<file path="config.mk">
export PLATFORM = sky130hd
export DESIGN_NAME = esp_reg_bridge
export DESIGN_NICKNAME = d
export VERILOG_FILES = /design/src/axil_pkg.sv /design/src/esp_link_pkg.sv /design/src/axil_write_master.sv /design/src/esp_reg_bridge.sv /design/src/esp_word_assembler.sv /design/src/word_fifo.sv
export SDC_FILE = /design/constraint.sdc
export NUM_CORES = 1
export LEC_CHECK = 0
export BUFFER_PORTS_ARGS = -buffer_cell sky130_fd_sc_hd__clkbuf_2
export CAP_MARGIN = 20
export CORE_MARGIN = 10
export CORE_UTILIZATION = 37
export CTS_BUF_LIST = sky130_fd_sc_hd__clkbuf_2 sky130_fd_sc_hd__clkbuf_4 sky130_fd_sc_hd__clkbuf_8
export DETAILED_ROUTE_END_ITERATION = 12
export PLACE_DENSITY = 0.65
export SLEW_MARGIN = 15
export SYNTH_ARGS = -nofsm -noshare
export SYNTH_HDL_FRONTEND = slang
export SYNTH_SLANG_ARGS = --single-unit
</file>
<file path="constraint.sdc">
create_clock -name clk -period 9.1 [get_ports clk]
set_input_delay 0.455 -clock clk [delete_from_list [all_inputs] [get_ports clk]]
set_output_delay 0.455 -clock clk [all_outputs]
set_load 0.03 [all_outputs]
</file>
<file path="src/axil_pkg.sv">
package axil_pkg;

    // AXI4-Lite write side widths
    localparam int ADDR_W   = 7;  // Byte address, index times 4
    localparam int RESP_W   = 2;  // BRESP field
    localparam int STRB_W   = 4;  // One strobe bit per data byte
    localparam int ADDR_LSB = 2;  // Word aligned, low bits always zero

    typedef logic [ADDR_W-1:0] axil_addr_t;  // AW channel address
    typedef logic [RESP_W-1:0] axil_resp_t;  // B channel response

    typedef logic [STRB_W-1:0] axil_strb_t;  // W channel byte strobes

    // Response codes
    localparam axil_resp_t RESP_OKAY   = 2'd0;  // Write accepted
    localparam axil_resp_t RESP_SLVERR = 2'd2;  // Slave rejected the write

    // All bytes of a word are written together
    localparam axil_strb_t STRB_ALL = '1;

endpackage

</file>
<file path="src/esp_link_pkg.sv">
package esp_link_pkg;

    // Field widths of the stream side
    localparam int BYTE_W  = 8;           // One host byte
    localparam int WORD_W  = 32;          // One register word
    localparam int INDEX_W = 5;           // Register index, 32 registers
    localparam int DROP_W  = 16;          // Saturating drop counter

    typedef logic [BYTE_W-1:0]  esp_byte_t;   // Byte from the ESP32 stream
    typedef logic [WORD_W-1:0]  reg_word_t;   // Packed register word
    typedef logic [INDEX_W-1:0] reg_index_t;  // Target register number
    typedef logic [DROP_W-1:0]  drop_count_t; // Words lost on a full FIFO

    // Packing of bytes into words
    localparam int BYTES_PER_WORD = 4;                              // MSB first
    localparam int CNT_W          = $clog2(BYTES_PER_WORD);         // Byte counter
    localparam int PART_W         = (BYTES_PER_WORD - 1) * BYTE_W;  // Bytes held back

    // Register 0 is never written; indexes run 1..31 and wrap
    localparam reg_index_t FIRST_INDEX = 5'd1;
    localparam reg_index_t LAST_INDEX  = 5'd31;

    // Default entry count of the word FIFO
    localparam int FIFO_DEPTH = 4;

    // Last byte position in a word
    localparam logic [CNT_W-1:0] LAST_BYTE = CNT_W'(BYTES_PER_WORD - 1);

    // Byte counter value at the start of a word
    localparam logic [CNT_W-1:0] FIRST_BYTE = '0;

endpackage

</file>
<file path="src/axil_write_master.sv">
`timescale 1ns/1ns

module axil_write_master (
    input  logic                     clk,
    input  logic                     nrst,
    input  logic                     pop_valid,   // FIFO has an entry
    input  esp_link_pkg::reg_index_t pop_index,
    input  esp_link_pkg::reg_word_t  pop_data,
    input  logic                     awready,
    input  logic                     wready,
    input  logic                     bvalid,
    input  axil_pkg::axil_resp_t     bresp,
    output logic                     pop_ready,   // Idle and able to start
    output logic                     awvalid,
    output axil_pkg::axil_addr_t     awaddr,
    output logic                     wvalid,
    output esp_link_pkg::reg_word_t  wdata,
    output axil_pkg::axil_strb_t     wstrb,
    output logic                     bready,
    output logic                     resp_error   // Sticky, any non OKAY response
);

    typedef enum logic [1:0] {
        ST_IDLE,       // Waiting for a FIFO entry
        ST_ADDR_DATA,  // AW and W offered
        ST_RESP        // Waiting for B
    } state_t;

    state_t state;
    logic   aw_done;   // AW handshake already seen
    logic   w_done;    // W handshake already seen
    logic   pop_fire;
    logic   aw_fire;
    logic   w_fire;
    logic   b_fire;
    logic   aw_ok;     // AW finished now or earlier
    logic   w_ok;      // W finished now or earlier

    // Channel valids decoded from state, low in reset
    assign pop_ready = (state == ST_IDLE);
    assign awvalid   = (state == ST_ADDR_DATA) && !aw_done;
    assign wvalid    = (state == ST_ADDR_DATA) && !w_done;
    assign bready    = (state == ST_RESP);
    assign wstrb     = axil_pkg::STRB_ALL;  // Full word writes only

    assign pop_fire = pop_valid && pop_ready;
    assign aw_fire  = awvalid && awready;
    assign w_fire   = wvalid && wready;
    assign b_fire   = bvalid && bready;

    assign aw_ok = aw_done || aw_fire;  // AW and W may finish in either order
    assign w_ok  = w_done || w_fire;

    // Payload captured at pop, stable until the next pop
    always_ff @(posedge clk) begin
        if (pop_fire) begin
            awaddr <= {pop_index, {axil_pkg::ADDR_LSB{1'b0}}};  // Index times 4
            wdata  <= pop_data;
        end
    end

    // One write outstanding at a time
    always_ff @(posedge clk) begin
        if (!nrst) begin
            state   <= ST_IDLE;
            aw_done <= 1'b0;
            w_done  <= 1'b0;
        end else begin
            case (state)
                ST_IDLE: begin
                    aw_done <= 1'b0;
                    w_done  <= 1'b0;
                    if (pop_fire) begin
                        state <= ST_ADDR_DATA;  // Valids rise next cycle
                    end
                end
                ST_ADDR_DATA: begin
                    aw_done <= aw_ok;
                    w_done  <= w_ok;
                    if (aw_ok && w_ok) begin
                        state <= ST_RESP;
                    end
                end
                ST_RESP: begin
                    if (b_fire) begin
                        state <= ST_IDLE;  // Next entry only after B
                    end
                end
                default: state <= ST_IDLE;
            endcase
        end
    end

    // Error flag stays set until reset
    always_ff @(posedge clk) begin
        if (!nrst) begin
            resp_error <= 1'b0;
        end else if (b_fire && (bresp != axil_pkg::RESP_OKAY)) begin
            resp_error <= 1'b1;
        end
    end

endmodule

</file>
<file path="src/esp_reg_bridge.sv">
`timescale 1ns/1ns

module esp_reg_bridge (
    input  logic                      clk,
    input  logic                      nrst,
    input  esp_link_pkg::esp_byte_t   esp_data,    // Host byte stream
    input  logic                      esp_valid,
    output esp_link_pkg::drop_count_t drop_count,  // Words lost to a full FIFO
    output logic                      awvalid,     // AXI4-Lite write master
    input  logic                      awready,
    output axil_pkg::axil_addr_t      awaddr,
    output logic                      wvalid,
    input  logic                      wready,
    output esp_link_pkg::reg_word_t   wdata,
    output axil_pkg::axil_strb_t      wstrb,
    input  logic                      bvalid,
    output logic                      bready,
    input  axil_pkg::axil_resp_t      bresp,
    output logic                      resp_error   // Sticky slave error
);

    // Producer to FIFO
    logic                     push_valid;
    logic                     push_ready;
    esp_link_pkg::reg_index_t push_index;
    esp_link_pkg::reg_word_t  push_data;

    // FIFO to consumer
    logic                     pop_valid;
    logic                     pop_ready;
    esp_link_pkg::reg_index_t pop_index;
    esp_link_pkg::reg_word_t  pop_data;

    // Packs bytes and drops words when the FIFO is full
    esp_word_assembler u_assembler (
        .clk        (clk),
        .nrst       (nrst),
        .esp_data   (esp_data),
        .esp_valid  (esp_valid),
        .push_ready (push_ready),
        .push_valid (push_valid),
        .push_index (push_index),
        .push_data  (push_data),
        .drop_count (drop_count)
    );

    // Absorbs slave back-pressure
    word_fifo #(
        .DEPTH (esp_link_pkg::FIFO_DEPTH)
    ) u_fifo (
        .clk        (clk),
        .nrst       (nrst),
        .push_valid (push_valid),
        .push_index (push_index),
        .push_data  (push_data),
        .pop_ready  (pop_ready),
        .push_ready (push_ready),
        .pop_valid  (pop_valid),
        .pop_index  (pop_index),
        .pop_data   (pop_data)
    );

    // Turns entries into AXI4-Lite writes
    axil_write_master u_master (
        .clk        (clk),
        .nrst       (nrst),
        .pop_valid  (pop_valid),
        .pop_index  (pop_index),
        .pop_data   (pop_data),
        .awready    (awready),
        .wready     (wready),
        .bvalid     (bvalid),
        .bresp      (bresp),
        .pop_ready  (pop_ready),
        .awvalid    (awvalid),
        .awaddr     (awaddr),
        .wvalid     (wvalid),
        .wdata      (wdata),
        .wstrb      (wstrb),
        .bready     (bready),
        .resp_error (resp_error)
    );

endmodule

</file>
<file path="src/esp_word_assembler.sv">
`timescale 1ns/1ns

module esp_word_assembler (
    input  logic                      clk,
    input  logic                      nrst,
    input  esp_link_pkg::esp_byte_t   esp_data,    // Byte from host
    input  logic                      esp_valid,   // Byte strobe
    input  logic                      push_ready,  // FIFO has room
    output logic                      push_valid,  // One cycle per word
    output esp_link_pkg::reg_index_t  push_index,  // Target register
    output esp_link_pkg::reg_word_t   push_data,   // Assembled word
    output esp_link_pkg::drop_count_t drop_count   // Words lost on full FIFO
);

    logic [esp_link_pkg::CNT_W-1:0]  byte_cnt;   // Bytes taken in current word
    logic [esp_link_pkg::PART_W-1:0] shift_reg;  // Earlier bytes of the word
    esp_link_pkg::reg_index_t        cur_index;  // Index for the next word
    esp_link_pkg::reg_index_t        next_index; // Index after wrap
    logic                            word_done;  // Last byte arriving now
    logic                            drop_now;   // Word offered but refused

    assign word_done = esp_valid && (byte_cnt == esp_link_pkg::LAST_BYTE);
    assign drop_now  = push_valid && !push_ready;

    // Index 31 wraps back to 1, register 0 is skipped
    always_comb begin
        if (cur_index == esp_link_pkg::LAST_INDEX) begin
            next_index = esp_link_pkg::FIRST_INDEX;
        end else begin
            next_index = esp_link_pkg::reg_index_t'(cur_index + 1'b1);
        end
    end

    // Byte counter and index, control state
    always_ff @(posedge clk) begin
        if (!nrst) begin
            byte_cnt   <= esp_link_pkg::FIRST_BYTE;
            cur_index  <= esp_link_pkg::FIRST_INDEX;  // First word goes to reg 1
            push_valid <= 1'b0;
        end else begin
            push_valid <= word_done;  // Pulse the cycle after the fourth byte
            if (esp_valid) begin
                if (word_done) begin
                    byte_cnt  <= esp_link_pkg::FIRST_BYTE;
                    cur_index <= next_index;  // Advances even if the word is dropped
                end else begin
                    byte_cnt <= byte_cnt + 1'b1;
                end
            end
        end
    end

    // Payload path, MSB first
    always_ff @(posedge clk) begin
        if (esp_valid) begin
            shift_reg <= {shift_reg[esp_link_pkg::PART_W-esp_link_pkg::BYTE_W-1:0],
                          esp_data};  // Oldest byte moves up
        end
        if (word_done) begin
            push_data  <= {shift_reg, esp_data};  // Last byte is the LSB
            push_index <= cur_index;
        end
    end

    // Stream cannot stall, so a refused word is only counted
    always_ff @(posedge clk) begin
        if (!nrst) begin
            drop_count <= '0;
        end else if (drop_now && (drop_count != '1)) begin
            drop_count <= drop_count + 1'b1;  // Holds at all ones
        end
    end

endmodule

</file>
<file path="src/word_fifo.sv">
`timescale 1ns/1ns

module word_fifo #(
    parameter int DEPTH = esp_link_pkg::FIFO_DEPTH
) (
    input  logic                     clk,
    input  logic                     nrst,
    input  logic                     push_valid,  // Word offered by producer
    input  esp_link_pkg::reg_index_t push_index,
    input  esp_link_pkg::reg_word_t  push_data,
    input  logic                     pop_ready,   // Consumer takes head entry
    output logic                     push_ready,  // Not full
    output logic                     pop_valid,   // Not empty
    output esp_link_pkg::reg_index_t pop_index,
    output esp_link_pkg::reg_word_t  pop_data
);

    typedef logic [$clog2(DEPTH)-1:0]   ptr_t;    // Slot number
    typedef logic [$clog2(DEPTH+1)-1:0] count_t;  // 0..DEPTH entries

    esp_link_pkg::reg_index_t index_mem [DEPTH];  // Index of each slot
    esp_link_pkg::reg_word_t  data_mem  [DEPTH];  // Word of each slot

    ptr_t   wr_ptr;   // Next slot to fill
    ptr_t   rd_ptr;   // Head of the queue
    count_t count;    // Occupancy
    logic   do_push;
    logic   do_pop;

    // Flags straight from the occupancy count
    assign push_ready = (count != count_t'(DEPTH));
    assign pop_valid  = (count != '0);

    assign do_push = push_valid && push_ready;
    assign do_pop  = pop_valid && pop_ready;

    // Head entry shown without a register stage
    assign pop_index = index_mem[rd_ptr];
    assign pop_data  = data_mem[rd_ptr];

    // Storage, written only on an accepted push
    always_ff @(posedge clk) begin
        if (do_push) begin
            index_mem[wr_ptr] <= push_index;
            data_mem[wr_ptr]  <= push_data;
        end
    end

    // Pointers wrap at DEPTH, which need not be a power of two
    always_ff @(posedge clk) begin
        if (!nrst) begin
            wr_ptr <= '0;
            rd_ptr <= '0;
            count  <= '0;
        end else begin
            if (do_push) begin
                wr_ptr <= (wr_ptr == ptr_t'(DEPTH - 1)) ? '0 : wr_ptr + 1'b1;
            end
            if (do_pop) begin
                rd_ptr <= (rd_ptr == ptr_t'(DEPTH - 1)) ? '0 : rd_ptr + 1'b1;
            end
            case ({do_push, do_pop})
                2'b10:   count <= count + 1'b1;  // Push only
                2'b01:   count <= count - 1'b1;  // Pop only
                default: count <= count;         // Both or neither
            endcase
        end
    end

endmodule
</file>
==> reports/qor.csv <==
stage,metric,value,unit
drt,dr.pass1.iters,4,
grt,top_usage_layer,met2,
final_layout,reg.largest.list,"u_fifo.data_mem x128, u_assembler.push_data x32, u_master.wdata x32",
timing,finalClockSkew,0.0235,ns
pwr,total_power,3.00,mW
pwr,ir_drop,113,uV
pwr,p_int,2.22,mW
setup_path,cp-end-kind,register,
logic_synthesis,synthTopCellsByCount,"edfxtp_1 (246), mux4_2 (37), dfxtp_1 (36)",
setup_path,crit_type,register to register,
placed_design,place.gp.congestion,0.732,
logic_synthesis,yosysMostFrequentCell,edfxtp_1,
grt,grt_util_all_layers,10.5,%
clock_network,cts.sinks,282,
pwr,power_frac_clock,35.9,%
timing,fin_crit,2.39,ns
grt,grt_remaining_overflow,0,
timing,fin_crit_sh,26.3,%
setup_path,start_kind,register,
logic_synthesis,yosysTopAreaCell,edfxtp_1,
clock_network,clockBufferDepth,3,
grt,grtUsageMet2,18.6,%
timing,slew_violations,0,
logic_synthesis,yosysSeqAreaShare,80.2,%
pwr,comb_power_share,12.6,%
pwr,switching_share,25.9,%
pwr,power_leakage,3.89,nW
placed_design,portBuffers,72,
grt,grt_max_degree,41,
placed_design,dp.cells,915,
die,rows,60,
pwr,netSwitchingPower,778,uW
final_layout,nFillCells,2285,
timing,tns,0,ns
grt,use_met3,3.23,%
logic_synthesis,synth_area,0.0101,sq mm
final_layout,final_nets,647,
setup_path,worstPathMaxFanout,37,
drt,dr.first_iter.drc_count,200,
final_layout,finish.utilization,43.6,%
clock_network,cts.repair.resized,0,
logic_synthesis,async_flop_share,0,%
grt,grtUsageMet1,11.5,%
grt,grt_pass1_wl,28200,um
clock_network,cts_buffers,44,
final_layout,largest_reg_flops,128,
placed_design,place_ws,6.32,ns
timing,fmax,0.418,GHz
grt,grt_pass1_vias,5319,
setup_path,crit_required,9.25,ns
clock_network,htree_levels,2,
drt,via_count,4845,
placed_design,dpl.hpwl,10800,um
final_layout,stdcell_count,996,
pwr,power_density,255,mW/mm^2
final_layout,regMostFlops,u_fifo.data_mem,
logic_synthesis,syn_inst,514,
pwr,p_seq_share,51.5,%
timing,setup_ws,6.71,ns
logic_synthesis,synth_top_area_share,73.1,%
drt,vias_per_cell,4.86,
logic_synthesis,avgSynthCellArea,19.7,sq um
clock_network,hold_buffers,0,
logic_synthesis,synth-edff-count,246,
setup_path,worstPathArrival,2.54,ns
timing,finalSetupViolations,0,
die,fp.dieW,185,um
drt,drcViolationCount,0,
logic_synthesis,ys_seq_elements,282,
drt,wire_per_inst,17.7,um
flow_run,cap_violations,0,
drt,routed_wl,17700,um
logic_synthesis,synth_area_leaders,"edfxtp_1 (73%), mux4_2 (8.2%), dfxtp_1 (7.1%), ha_1 (1.2%), mux2i_1 (0.99%)",
timing,rsz0062_at_grt,false,
clock_network,cts.clk_slew.worst_paths,0.06,ns
timing,hold_ws,0.0977,ns
logic_synthesis,synth_cell_type_count,40,
timing,hold_viol,0,
grt,antenna_found_initial,0,
min_path,hold_path.class,input port to register,
drt,antenna_left,0,
clock_network,clk_latency,0.55,ns
timing,max_slew_margin,29.0,%
final_layout,drive_gt1_share,29.5,%
final_layout,post-route-cell-area,0.0118,sq mm
status,status,completed,
die,coreArea,0.0270,sq mm
logic_synthesis,synth.yosys.warnings,0,
clock_network,clock-root-buffer,clkbuf_8,
clock_network,tritoncts,built,
timing,worstMarginPinSlew,1.06,ns
die,ios,79,
die,start_util,37.5,%
die,die_h,185,um
final_layout,area.growth.synth_to_final,16.3,%
die,die-area,0.0343,sq mm
logic_synthesis,synthFlopType,edfxtp_1,
clock_network,post_cts_buffers,0,
placed_design,placed_area,0.0108,sq mm
final_layout,diodes,0,
worst paths after layout:
path | slack (ns) | from | cells past startpoint | endpoint
worst max-delay path | 6.71 | u_fifo.count[0] | 3 | u_fifo.data_mem[1][25]
worst min-delay path | 0.1 | esp_data[5] | 1 | u_assembler.push_data[5]
worst max register to register | 6.71 | u_fifo.count[0] | 3 | u_fifo.data_mem[1][25]
worst min register to register | 0.41 | u_assembler.shift_reg[21] | 0 | u_assembler.push_data[29]
placed cells by master, fill, tap and decap left out, drive strengths merged, types with 4 or more instances in the layout:
| cell | instances |
|---|---|
| conb | 6 |
| o21ai | 13 |
| dfxtp | 36 |
| nor4 | 6 |
| nand4 | 5 |
| nor2 | 22 |
| clkinv | 17 |
| and3 | 4 |
| nand2b | 4 |
| ha | 10 |
| nand3 | 6 |
| buf | 4 |
| and2 | 5 |
| nor3 | 5 |
| a21oi | 19 |
| o31ai | 5 |
| mux4 | 37 |
| edfxtp | 246 |
| clkbuf | 129 |
| or4 | 5 |
| nand2 | 20 |
| inv | 16 |
| mux2i | 10 |
| or3 | 4 |
final cells by class:
type                            count  area (sq um)  area share [%]
Clock buffer                       57           709            6.03
Clock inverter                     24           205            1.75
Inverter                           13          48.8           0.415
Multi-Input combinational cell    203          1870            15.9
Sequential cell                   282          8110            69.0
Tap cell                          341           427            3.63
Timing Repair Buffer               76           388            3.30
cells by family after synthesis:
group / synth area share, %
AO/OA/AOI/OAI: 2.55
XOR/XNOR: 0.173
adder cells (fa/ha/maj): 1.44
buffers and inverters: 1.57
flip-flops: 80.2
multiplexers: 9.23
other: 0.0743
AND/OR/NAND/NOR: 4.78
per-layer routing:
metal | share of wire (%) | wire (um) | vias to the layer above
li1 | - | - | 2259
met1 | 39 | 6930 | 2423
met2 | 53 | 9280 | 127
met3 | 6.3 | 1110 | 36
met4 | 1.9 | 344 | 0
met5 | 0 | 0 | -
worst max-delay path, cell delays in order, from the launching register on:
cell and delay (ns):
dfxtp_1 0.40, inv_1 0.11, a31oi_1 0.50, and2_2 0.95
power groups by stage:
stage	clock network (mW)	registers, mW	logic (mW)
floorplan	0	1.69	0.149
global placement	0	1.57	0.381
detailed placement	0	1.57	0.392
CTS	1.11	1.55	0.392
global route	1.17	1.56	0.412
finish	1.08	1.54	0.379
Power figures use the tool's default switching activity.
